$ cat config.mk
export PLATFORM = sky130hd
export DESIGN_NAME = load_rotator_top
export DESIGN_NICKNAME = d
export VERILOG_FILES = /design/src/hdl/rot_pkg.sv /design/src/hdl/load_rotator_top.sv /design/src/hdl/rot_ctl_stage.sv /design/src/hdl/rot_merge_stage.sv /design/src/hdl/rot_shift_stage.sv
export VERILOG_INCLUDE_DIRS = /design/src /design/src/hdl
export SDC_FILE = /design/constraint.sdc
export NUM_CORES = 1
export LEC_CHECK = 0
export BUFFER_PORTS_ARGS = -buffer_cell sky130_fd_sc_hd__buf_2
export CAP_MARGIN = 20
export CORE_MARGIN = 5
export CORE_UTILIZATION = 55
export CTS_CLUSTER_DIAMETER = 50
export DETAILED_ROUTE_END_ITERATION = 6
export PLACE_DENSITY = 0.77
export SETUP_SLACK_MARGIN = 0.4
export SLEW_MARGIN = 20
export SYNTH_ARGS = -nofsm -noshare
export SYNTH_HDL_FRONTEND = slang
export SYNTH_SLANG_ARGS = --single-unit
$ cat constraint.sdc
create_clock -name nclk -period 46.6 [get_ports nclk]
set_input_delay 6.99 -clock nclk [delete_from_list [all_inputs] [get_ports nclk]]
set_output_delay 6.99 -clock nclk [all_outputs]
set_load 0.005 [all_outputs]
$ cat src/hdl/rot_consts.svh
// Load rotator sizing constants shared by the package and the pipeline stages
`ifndef ROT_CONSTS_SVH
`define ROT_CONSTS_SVH

// --------------------------------------------------
// Datapath geometry
// --------------------------------------------------

// Byte lanes across the load data word
`define ROT_LANES 16

// Bits per byte lane
`define ROT_LANE_W 8

// Rotate amount width, upper pair picks 4-byte steps, lower pair 1-byte steps
`define ROT_SEL_W 4

// One-hot access sizes, 16B/8B/4B/2B/1B
`define ROT_SIZES 5

`endif

$ cat src/hdl/rot_pkg.sv
// Load rotator types for the request, decoded controls and inter-stage payloads
`include "rot_consts.svh"

package rot_pkg;

   // One-hot access size, bit 0 is the 16-byte load
   typedef enum logic [0:`ROT_SIZES-1] {
      SIZE_16B = 5'b10000,
      SIZE_8B  = 5'b01000,
      SIZE_4B  = 5'b00100,
      SIZE_2B  = 5'b00010,
      SIZE_1B  = 5'b00001
   } rot_size_e;

   // Lane 0 is the most significant byte
   typedef logic [0:`ROT_LANES-1][`ROT_LANE_W-1:0] rot_data_t;

   // Load request as presented by the LSU
   typedef struct packed {
      rot_size_e             size;
      logic                  le;
      logic [0:`ROT_SEL_W-1] be_rotate_sel;
      logic [0:`ROT_SEL_W-1] le_rotate_sel;
      logic                  stq_byp_val;
      logic                  stq7_byp_val;
      rot_data_t             arr_data;
      rot_data_t             stq7_rmw_data;
      rot_data_t             stq8_rmw_data;
   } rot_req_t;

   // Decoded rotate and mask controls
   typedef struct packed {
      logic                  le;
      logic [0:3]            shx04_sel;
      logic [0:3]            shx01_sel;
      logic [0:`ROT_LANES-1] lane_mask;
   } rot_ctl_t;

   // Stage 1 output, controls plus the raw data candidates
   typedef struct packed {
      rot_ctl_t  ctl;
      logic      stq_byp_val;
      logic      stq7_byp_val;
      rot_data_t arr_data;
      rot_data_t stq7_rmw_data;
      rot_data_t stq8_rmw_data;
   } rot_ctl_req_t;

   // Stage 2 output, controls plus merged endian-adjusted data
   typedef struct packed {
      rot_ctl_t  ctl;
      rot_data_t data;
   } rot_shift_req_t;

endpackage

$ cat src/hdl/load_rotator_top.sv
// Load data rotator top, three-stage valid/ready pipeline from request to aligned data
`timescale 1ns/1ps

module load_rotator_top (
   input  logic               nclk,
   input  logic               rst,
   input  logic               in_valid,
   output logic               in_ready,
   input  rot_pkg::rot_req_t  in_req,
   output logic               out_valid,
   input  logic               out_ready,
   output rot_pkg::rot_data_t out_data
);
   import rot_pkg::*;

   // Stage 1 to stage 2 link
   logic           ctl_valid;
   logic           ctl_ready;
   rot_ctl_req_t   ctl_req;

   // Stage 2 to stage 3 link
   logic           shift_valid;
   logic           shift_ready;
   rot_shift_req_t shift_req;

   // Select decode and size mask
   rot_ctl_stage ctl0 (
      .nclk      (nclk),
      .rst       (rst),
      .in_valid  (in_valid),
      .in_ready  (in_ready),
      .in_req    (in_req),
      .out_valid (ctl_valid),
      .out_ready (ctl_ready),
      .out_req   (ctl_req)
   );

   // Bypass merge and endian swap
   rot_merge_stage merge0 (
      .nclk      (nclk),
      .rst       (rst),
      .in_valid  (ctl_valid),
      .in_ready  (ctl_ready),
      .in_req    (ctl_req),
      .out_valid (shift_valid),
      .out_ready (shift_ready),
      .out_req   (shift_req)
   );

   // Rotate and mask
   rot_shift_stage shift0 (
      .nclk      (nclk),
      .rst       (rst),
      .in_valid  (shift_valid),
      .in_ready  (shift_ready),
      .in_req    (shift_req),
      .out_valid (out_valid),
      .out_ready (out_ready),
      .out_data  (out_data)
   );

endmodule

$ cat src/hdl/rot_ctl_stage.sv
// Load rotator stage 1, decodes the rotate amount and builds the access size lane mask
`timescale 1ns/1ps
`include "rot_consts.svh"

module rot_ctl_stage (
   input  logic                  nclk,
   input  logic                  rst,
   input  logic                  in_valid,
   output logic                  in_ready,
   input  rot_pkg::rot_req_t     in_req,
   output logic                  out_valid,
   input  logic                  out_ready,
   output rot_pkg::rot_ctl_req_t out_req
);
   import rot_pkg::*;

   logic [0:`ROT_SEL_W-1] rot_sel;
   logic [0:`ROT_SIZES-1] size_pfx;
   rot_ctl_t              ctl_d;
   rot_ctl_req_t          req_q;
   logic                  valid_q;

   // --------------------------------------------------
   // Rotate control decode
   // --------------------------------------------------

   // Endian flag picks which rotate amount applies
   assign rot_sel = in_req.le ? in_req.le_rotate_sel : in_req.be_rotate_sel;

   always_comb begin
      ctl_d.le = in_req.le;

      // Upper pair, one-hot over 0/4/8/12 byte steps
      ctl_d.shx04_sel = 4'b0000;
      ctl_d.shx04_sel[rot_sel[0:1]] = 1'b1;

      // Lower pair, one-hot over 0/1/2/3 byte steps
      ctl_d.shx01_sel = 4'b0000;
      ctl_d.shx01_sel[rot_sel[2:3]] = 1'b1;

      // Size prefix OR, bit k set when the load is at least size k
      size_pfx[0] = in_req.size[0];
      for (int k = 1; k < `ROT_SIZES; k++) begin
         size_pfx[k] = size_pfx[k-1] | in_req.size[k];
      end

      // Upper half of the word only for 16B
      ctl_d.lane_mask[0:7] = {8{size_pfx[0]}};
      // 8B and up
      ctl_d.lane_mask[8:11] = {4{size_pfx[1]}};
      // 4B and up
      ctl_d.lane_mask[12:13] = {2{size_pfx[2]}};
      ctl_d.lane_mask[14] = size_pfx[3];
      // Any legal one-hot size keeps the last lane
      ctl_d.lane_mask[15] = size_pfx[4];
   end

   // --------------------------------------------------
   // Stage register and handshake
   // --------------------------------------------------

   // Accept when empty or when the held entry leaves this cycle
   assign in_ready = ~valid_q | out_ready;

   always_ff @(posedge nclk) begin
      if (rst) begin
         valid_q <= 1'b0;
      end else if (in_ready) begin
         valid_q <= in_valid;
      end
   end

   // Payload travels with the decoded controls
   always_ff @(posedge nclk) begin
      if (in_valid && in_ready) begin
         req_q.ctl           <= ctl_d;
         req_q.stq_byp_val   <= in_req.stq_byp_val;
         req_q.stq7_byp_val  <= in_req.stq7_byp_val;
         req_q.arr_data      <= in_req.arr_data;
         req_q.stq7_rmw_data <= in_req.stq7_rmw_data;
         req_q.stq8_rmw_data <= in_req.stq8_rmw_data;
      end
   end

   assign out_valid = valid_q;
   assign out_req   = req_q;

endmodule

$ cat src/hdl/rot_merge_stage.sv
// Load rotator stage 2, store queue bypass select and little-endian byte reversal
`timescale 1ns/1ps
`include "rot_consts.svh"

module rot_merge_stage (
   input  logic                    nclk,
   input  logic                    rst,
   input  logic                    in_valid,
   output logic                    in_ready,
   input  rot_pkg::rot_ctl_req_t   in_req,
   output logic                    out_valid,
   input  logic                    out_ready,
   output rot_pkg::rot_shift_req_t out_req
);
   import rot_pkg::*;

   rot_data_t      sel_data;
   rot_data_t      adj_data;
   rot_shift_req_t req_q;
   logic           valid_q;

   // --------------------------------------------------
   // RMW bypass mux and endian swap
   // --------------------------------------------------

   always_comb begin
      // Stage 7 store data is younger, so it wins over stage 8
      if (in_req.stq_byp_val && in_req.stq7_byp_val) begin
         sel_data = in_req.stq7_rmw_data;
      end else if (in_req.stq_byp_val) begin
         sel_data = in_req.stq8_rmw_data;
      end else begin
         sel_data = in_req.arr_data;
      end

      // LE mirrors lanes end to end before rotation
      for (int i = 0; i < `ROT_LANES; i++) begin
         if (in_req.ctl.le) begin
            adj_data[i] = sel_data[`ROT_LANES-1-i];
         end else begin
            adj_data[i] = sel_data[i];
         end
      end
   end

   // --------------------------------------------------
   // Stage register and handshake
   // --------------------------------------------------

   assign in_ready = ~valid_q | out_ready;

   always_ff @(posedge nclk) begin
      if (rst) begin
         valid_q <= 1'b0;
      end else if (in_ready) begin
         valid_q <= in_valid;
      end
   end

   always_ff @(posedge nclk) begin
      if (in_valid && in_ready) begin
         req_q.ctl  <= in_req.ctl;
         req_q.data <= adj_data;
      end
   end

   assign out_valid = valid_q;
   assign out_req   = req_q;

endmodule

$ cat src/hdl/rot_shift_stage.sv
// Load rotator stage 3, two-level byte rotate right with access size lane masking
`timescale 1ns/1ps
`include "rot_consts.svh"

module rot_shift_stage (
   input  logic                    nclk,
   input  logic                    rst,
   input  logic                    in_valid,
   output logic                    in_ready,
   input  rot_pkg::rot_shift_req_t in_req,
   output logic                    out_valid,
   input  logic                    out_ready,
   output rot_pkg::rot_data_t      out_data
);
   import rot_pkg::*;

   rot_data_t mx1;
   rot_data_t mx2;
   rot_data_t data_q;
   logic      valid_q;

   // --------------------------------------------------
   // First mux level, 0/4/8/12 lanes
   // --------------------------------------------------

   // AND-OR mux, selects are one-hot so exactly one term survives
   always_comb begin
      for (int i = 0; i < `ROT_LANES; i++) begin
         mx1[i] = '0;
         for (int s = 0; s < 4; s++) begin
            if (in_req.ctl.shx04_sel[s]) begin
               // Rotate right, lane i pulls from the lane 4*s below it
               mx1[i] = mx1[i] | in_req.data[(i - 4*s + `ROT_LANES) % `ROT_LANES];
            end
         end
      end
   end

   // --------------------------------------------------
   // Second mux level, 0/1/2/3 lanes with mask
   // --------------------------------------------------

   // Lane mask gates the selects, a masked lane has no select and reads zero
   always_comb begin
      for (int i = 0; i < `ROT_LANES; i++) begin
         mx2[i] = '0;
         for (int s = 0; s < 4; s++) begin
            if (in_req.ctl.shx01_sel[s] && in_req.ctl.lane_mask[i]) begin
               mx2[i] = mx2[i] | mx1[(i - s + `ROT_LANES) % `ROT_LANES];
            end
         end
      end
   end

   // --------------------------------------------------
   // Output register and handshake
   // --------------------------------------------------

   assign in_ready = ~valid_q | out_ready;

   always_ff @(posedge nclk) begin
      if (rst) begin
         valid_q <= 1'b0;
      end else if (in_ready) begin
         valid_q <= in_valid;
      end
   end

   // Rotated data held until the consumer takes it
   always_ff @(posedge nclk) begin
      if (in_valid && in_ready) begin
         data_q <= mx2;
      end
   end

   assign out_valid = valid_q;
   assign out_data  = data_q;

endmodule

=== After elaboration in Yosys (flattened, before gate mapping) ===
Cells that the tools add are included.

* Register bits after elaboration: 680
* Input port bits: 404
* Output and inout bits: 130
* Logic and storage cells: 425

* $lt $le $gt $ge: 4
* Muxes and demuxes: 151
* Bitwise operators: 108
* Reduce and logical (&&, ||, !) cells: 70

{| class="wikitable"
|+ Operators by type and width
! cell !! number
|-
| $mux 8 || 144
|-
| $or 8x8->8 || 96
|-
| $mux 128 || 2
|-
| $logic_and 1x1->1 || 70
|-
| $or 1x1->1 || 7
|-
| $ge 3x3->1 const B || 2
|-
| $lt 3x1->1 const B || 2
|-
| $not 2->3 || 2
|-
| $demux 1 s2 || 2
|-
| $mux 4 || 1
|-
| $not 1->1 || 3
|-
| $mux 1 || 2
|}

=== Logic depth before layout (Yosys ltp) ===
* Depth after elaboration: 14
* Depth in mapped cells: 5
* Depth with buffers taken out: 3

=== Modules after synthesis ===
A second synthesis with hierarchy kept.

* Cells, all modules: 2052
* Area total of the unflattened synthesis: 32855.3 um2

{| class="wikitable"
|+ Modules (own cells, without submodules)
! module !! times used !! cells each !! area each (um2) !! sequential area each (um2)
|-
| rot_ctl_stage || 1 || 439 || 12279.3 || 12031.5
|-
| rot_shift_stage || 1 || 1157 || 10857.9 || 3863.7
|-
| rot_merge_stage || 1 || 456 || 9718.1 || 4614.4
|}

=== Worst setup path before layout ===
Ideal clock, no wire load.

* Kind: input port to flip-flop
* Start: in out_ready
* End: reg ctl0.req_q, in the netlist ctl0.out_req[0] (enable)
* Setup time: 1.403 ns
* Arrival: 26.859 ns
* Required time: 45.197 ns
* Slack: 18.338 ns
* Stages: 2
* Path buffers: 0
* Cell sequence: nor2b_1 > a31oi_1

* Word-level cells in the longest chain between the ends: 4

{| class="wikitable"
|+ Ends and longest elaborated chain
! item !! RTL line !! text
|-
| from (decl) || load_rotator_top.sv:11 || <nowiki>input logic out_ready,</nowiki>
|-
| $or 1x1->1 || rot_shift_stage.sv:59 || <nowiki>assign in_ready = ~valid_q | out_ready;</nowiki>
|-
| $or 1x1->1 || rot_merge_stage.sv:50 || <nowiki>assign in_ready = ~valid_q | out_ready;</nowiki>
|-
| $or 1x1->1 || rot_ctl_stage.sv:63 || <nowiki>assign in_ready = ~valid_q | out_ready;</nowiki>
|-
| $logic_and 1x1->1 || rot_ctl_stage.sv:75 || <nowiki>if (in_valid && in_ready) begin</nowiki>
|-
| to (decl) || rot_ctl_stage.sv:20 || <nowiki>rot_ctl_req_t req_q;</nowiki>
|}

No other way between the ends.
A chain may end at the register's enable or synchronous reset.

=== Final worst setup path ===
* Start: in out_ready
* End: out in_ready

* Word-level cells in the longest chain between the ends: 3

{| class="wikitable"
|+ Ends and longest elaborated chain
! item !! RTL line !! text
|-
| $or 1x1->1 || rot_shift_stage.sv:59 ||
|-
| $or 1x1->1 || rot_merge_stage.sv:50 ||
|-
| $or 1x1->1 || rot_ctl_stage.sv:63 ||
|-
| to (decl) || load_rotator_top.sv:8 || <nowiki>output logic in_ready,</nowiki>
|}

No other way between the ends.

==> metrics <==
leakage power total=13.8 nW; number of buffers inserted by hold repair at cts=0; count of distinct cell types in the synthesized netlist=29; DRC violation total after the first TritonRoute iteration=2,854; Power per Cell Area=41.9 nW/um^2; DRT Pass-1 Iters=7; flip-flop and latch count after synthesis=672; H-tree levels=3; wire length of the first global-routing pass=139,000 microns; area added between synthesis and finish=18.4%; total routing usage reported by global routing=0.306; area share of the largest cell type after synthesis=0.651; arrival time at the worst endpoint=8.07 ns; final core area utilization=0.660; overall die height=247 microns; proportion of synthesized chip area in sequential cells=0.653; worst slack at placement=31.53 ns; fin crit share=0.323; startpoint types=primary input; maximum clock rate=66.4 MHz; Clk Tree Root Cell=sky130_fd_sc_hd__clkbuf_16; total via count in the routed design=22,072; worst relative slew slack=0.292; setup repair after global routing missed its margin=no; worst supply voltage drop on vdd=0.0000325 V; starting density of the core=0.558; final wirelength=96,800 microns; grt ovf=0; Critical Path End Type=primary output; final slew viol count=0; post-synthesis instance area=30,800 sq um; largest cells by area after synthesis=sky130_fd_sc_hd__edfxtp_1, sky130_fd_sc_hd__mux2i_1, sky130_fd_sc_hd__a22o_1, sky130_fd_sc_hd__o21ai_0, sky130_fd_sc_hd__mux2_2; DIE AREA=60,900 sq um; top_reg_cell synth=sky130_fd_sc_hd__edfxtp_1; clock insertion delay at the later pin of the skew report=0.61 ns; crit path max-delay cell type=sky130_fd_sc_hd__nor2b_1; via count of the first global-routing pass=22,039; number of nets with antenna violations after detailed routing=0; die width=247 microns; total of max-cap violations=0; Critical Path, Cell by Cell=buf_2 > nor2b_1 > nand3_1 > buf_2; Final Hold Slack=0.419 ns; post-cts resize count=0; count of mapped cells out of synthesis=2,119; row cnt=86; number of flops mapped to enable cells by yosys=669; post-route total power=1.53 mW; status=finished clean; Post-Place Cells=3,287; Cell Area, Placed=34,000 sq um; Final Hold Violating Endpoints=0; syn_nets=2,523; clock buffer count from CTS=75; cell area after layout=36,500 sq um; Max Clock Skew=0.0169 ns; most prevalent standard cell on the critical path=sky130_fd_sc_hd__buf_2; post-route insts no fill=3,423; total number of clock tree sinks=672; slew of the pin with the lowest slew margin=1.06 ns; initial antenna violation count=4; library cell occupying the most area in the post-synthesis netlist=sky130_fd_sc_hd__edfxtp_1; Ys Warns=0; number of input and output port buffers inserted=533; number of buffers on the longest clock path=3; Hold WC Path Type=register to register; HPWL after detailed placement=69,000 microns; Bufs and invs on worst path=2; ports placed on the boundary=534; clock tree from TritonCTS=yes; min cycle time layout=15.06 ns; pin count of the biggest net entering global routing=129; Final WS setup=31.54 ns; total negative setup slack=0 ns; final setup violation count=0; maximum fanout along the worst path=6; # nets final=3,020; cell family with the largest share of critical-path delay=simple AND/OR/NAND/NOR gates; drt wl/cell=28.3 microns; DR vias/cell=6.45; placeable core region=55,300 sq um; slowest stage delay, CP=0.59 ns; post-CTS setup repair buffer count=0; Syn Area/Cell=14.6 sq um; Async S/R FF share, synth=0; clk slew on worst S/H paths=0.06 ns; proportion of layout cells with a drive suffix above 1=0.308; RePlAce Congestion=1.00; Worst Path Class, Setup=primary input to primary output; Data required, critical path=39.61 ns; final routed DRC violation total=0
## flip-flops by register name, indices dropped and copies added, names as in the netlist
name / count
shift0.out_data: 128
merge0.out_valid: 1
merge0.out_req: 141
ctl0.out_req: 400
ctl0.out_valid: 1
shift0.out_valid: 1
## path summary, 6_finish.rpt
path	from	cells after the start	end	slack, ns
setup / recovery	out_ready	4	in_ready	31.54
hold / removal	ctl0.out_req[387]	0	merge0.out_req[129]	0.42
setup reg to reg	shift0.out_valid	5	ctl0.out_req[340]	42.84
hold reg to reg	ctl0.out_req[387]	0	merge0.out_req[129]	0.42
## layout make-up
cell class	instances	area [sq um]
flip-flops and latches	672	20100
diodes	2	5.00
repair buffers	566	2930
well taps	748	936
inverters	9	33.8
clock inverters	50	577
multi-input cells	1292	9920
fillers	4031	18800
clock buffers	84	1950
## cells by family after synthesis
kind of cell	after synthesis	synth area share
AO/OA/AOI/OAI	796	0.172
flip-flops	672	0.653
multiplexers	384	0.130
buffers and inverters	155	0.0262
AND/OR/NAND/NOR	112	0.0189
## routing by layer
metal  GRT usage  share of wire  up-vias
met5           0        0.00034        -
met4       0.118          0.045        4
met3      0.0740          0.088      260
met2       0.527           0.50     1200
met1       0.377           0.36    10925
li1            -              -     9683
## layout by cell type, fill, tap and decap left out, types with 8 or more instances in the layout
master                      count
sky130_fd_sc_hd__mux2_2       128
sky130_fd_sc_hd__clkinv_1       8
sky130_fd_sc_hd__buf_4         31
sky130_fd_sc_hd__nor2_1        40
sky130_fd_sc_hd__a22o_1       256
sky130_fd_sc_hd__edfxtp_1     669
sky130_fd_sc_hd__inv_1          9
sky130_fd_sc_hd__bufinv_16      9
sky130_fd_sc_hd__nand4_1       45
sky130_fd_sc_hd__clkbuf_16     77
sky130_fd_sc_hd__o21ai_0      434
sky130_fd_sc_hd__buf_2        533
sky130_fd_sc_hd__clkinv_2      12
sky130_fd_sc_hd__o21ai_1       10
sky130_fd_sc_hd__mux2i_1      256
sky130_fd_sc_hd__a41oi_1       16
sky130_fd_sc_hd__inv_6          8
sky130_fd_sc_hd__o2111ai_1     67
sky130_fd_sc_hd__o32ai_1        8
## cell usage after synthesis (3+ instances only)
master,count
sky130_fd_sc_hd__o21ai_0,434
sky130_fd_sc_hd__a41oi_1,16
sky130_fd_sc_hd__clkbuf_1,42
sky130_fd_sc_hd__buf_2,85
sky130_fd_sc_hd__and2_0,4
sky130_fd_sc_hd__buf_6,13
sky130_fd_sc_hd__o32ai_1,8
sky130_fd_sc_hd__buf_4,6
sky130_fd_sc_hd__o2111ai_1,67
sky130_fd_sc_hd__mux2i_1,256
sky130_fd_sc_hd__nand2_1,7
sky130_fd_sc_hd__a22o_1,256
sky130_fd_sc_hd__inv_1,9
sky130_fd_sc_hd__nand4_1,45
sky130_fd_sc_hd__edfxtp_1,669
sky130_fd_sc_hd__o21ai_1,10
sky130_fd_sc_hd__nor2_1,40
sky130_fd_sc_hd__dfxtp_1,3
sky130_fd_sc_hd__mux2_2,128
sky130_fd_sc_hd__and2_1,7
## report_power, final
part | internal (mW) | switching [mW]
Combinational | 0.0735 | 0.111
Clock | 0.357 | 0.241
Sequential | 0.720 | 0.0259
Total | 1.15 | 0.377
(Power assumes the default switching activity.)
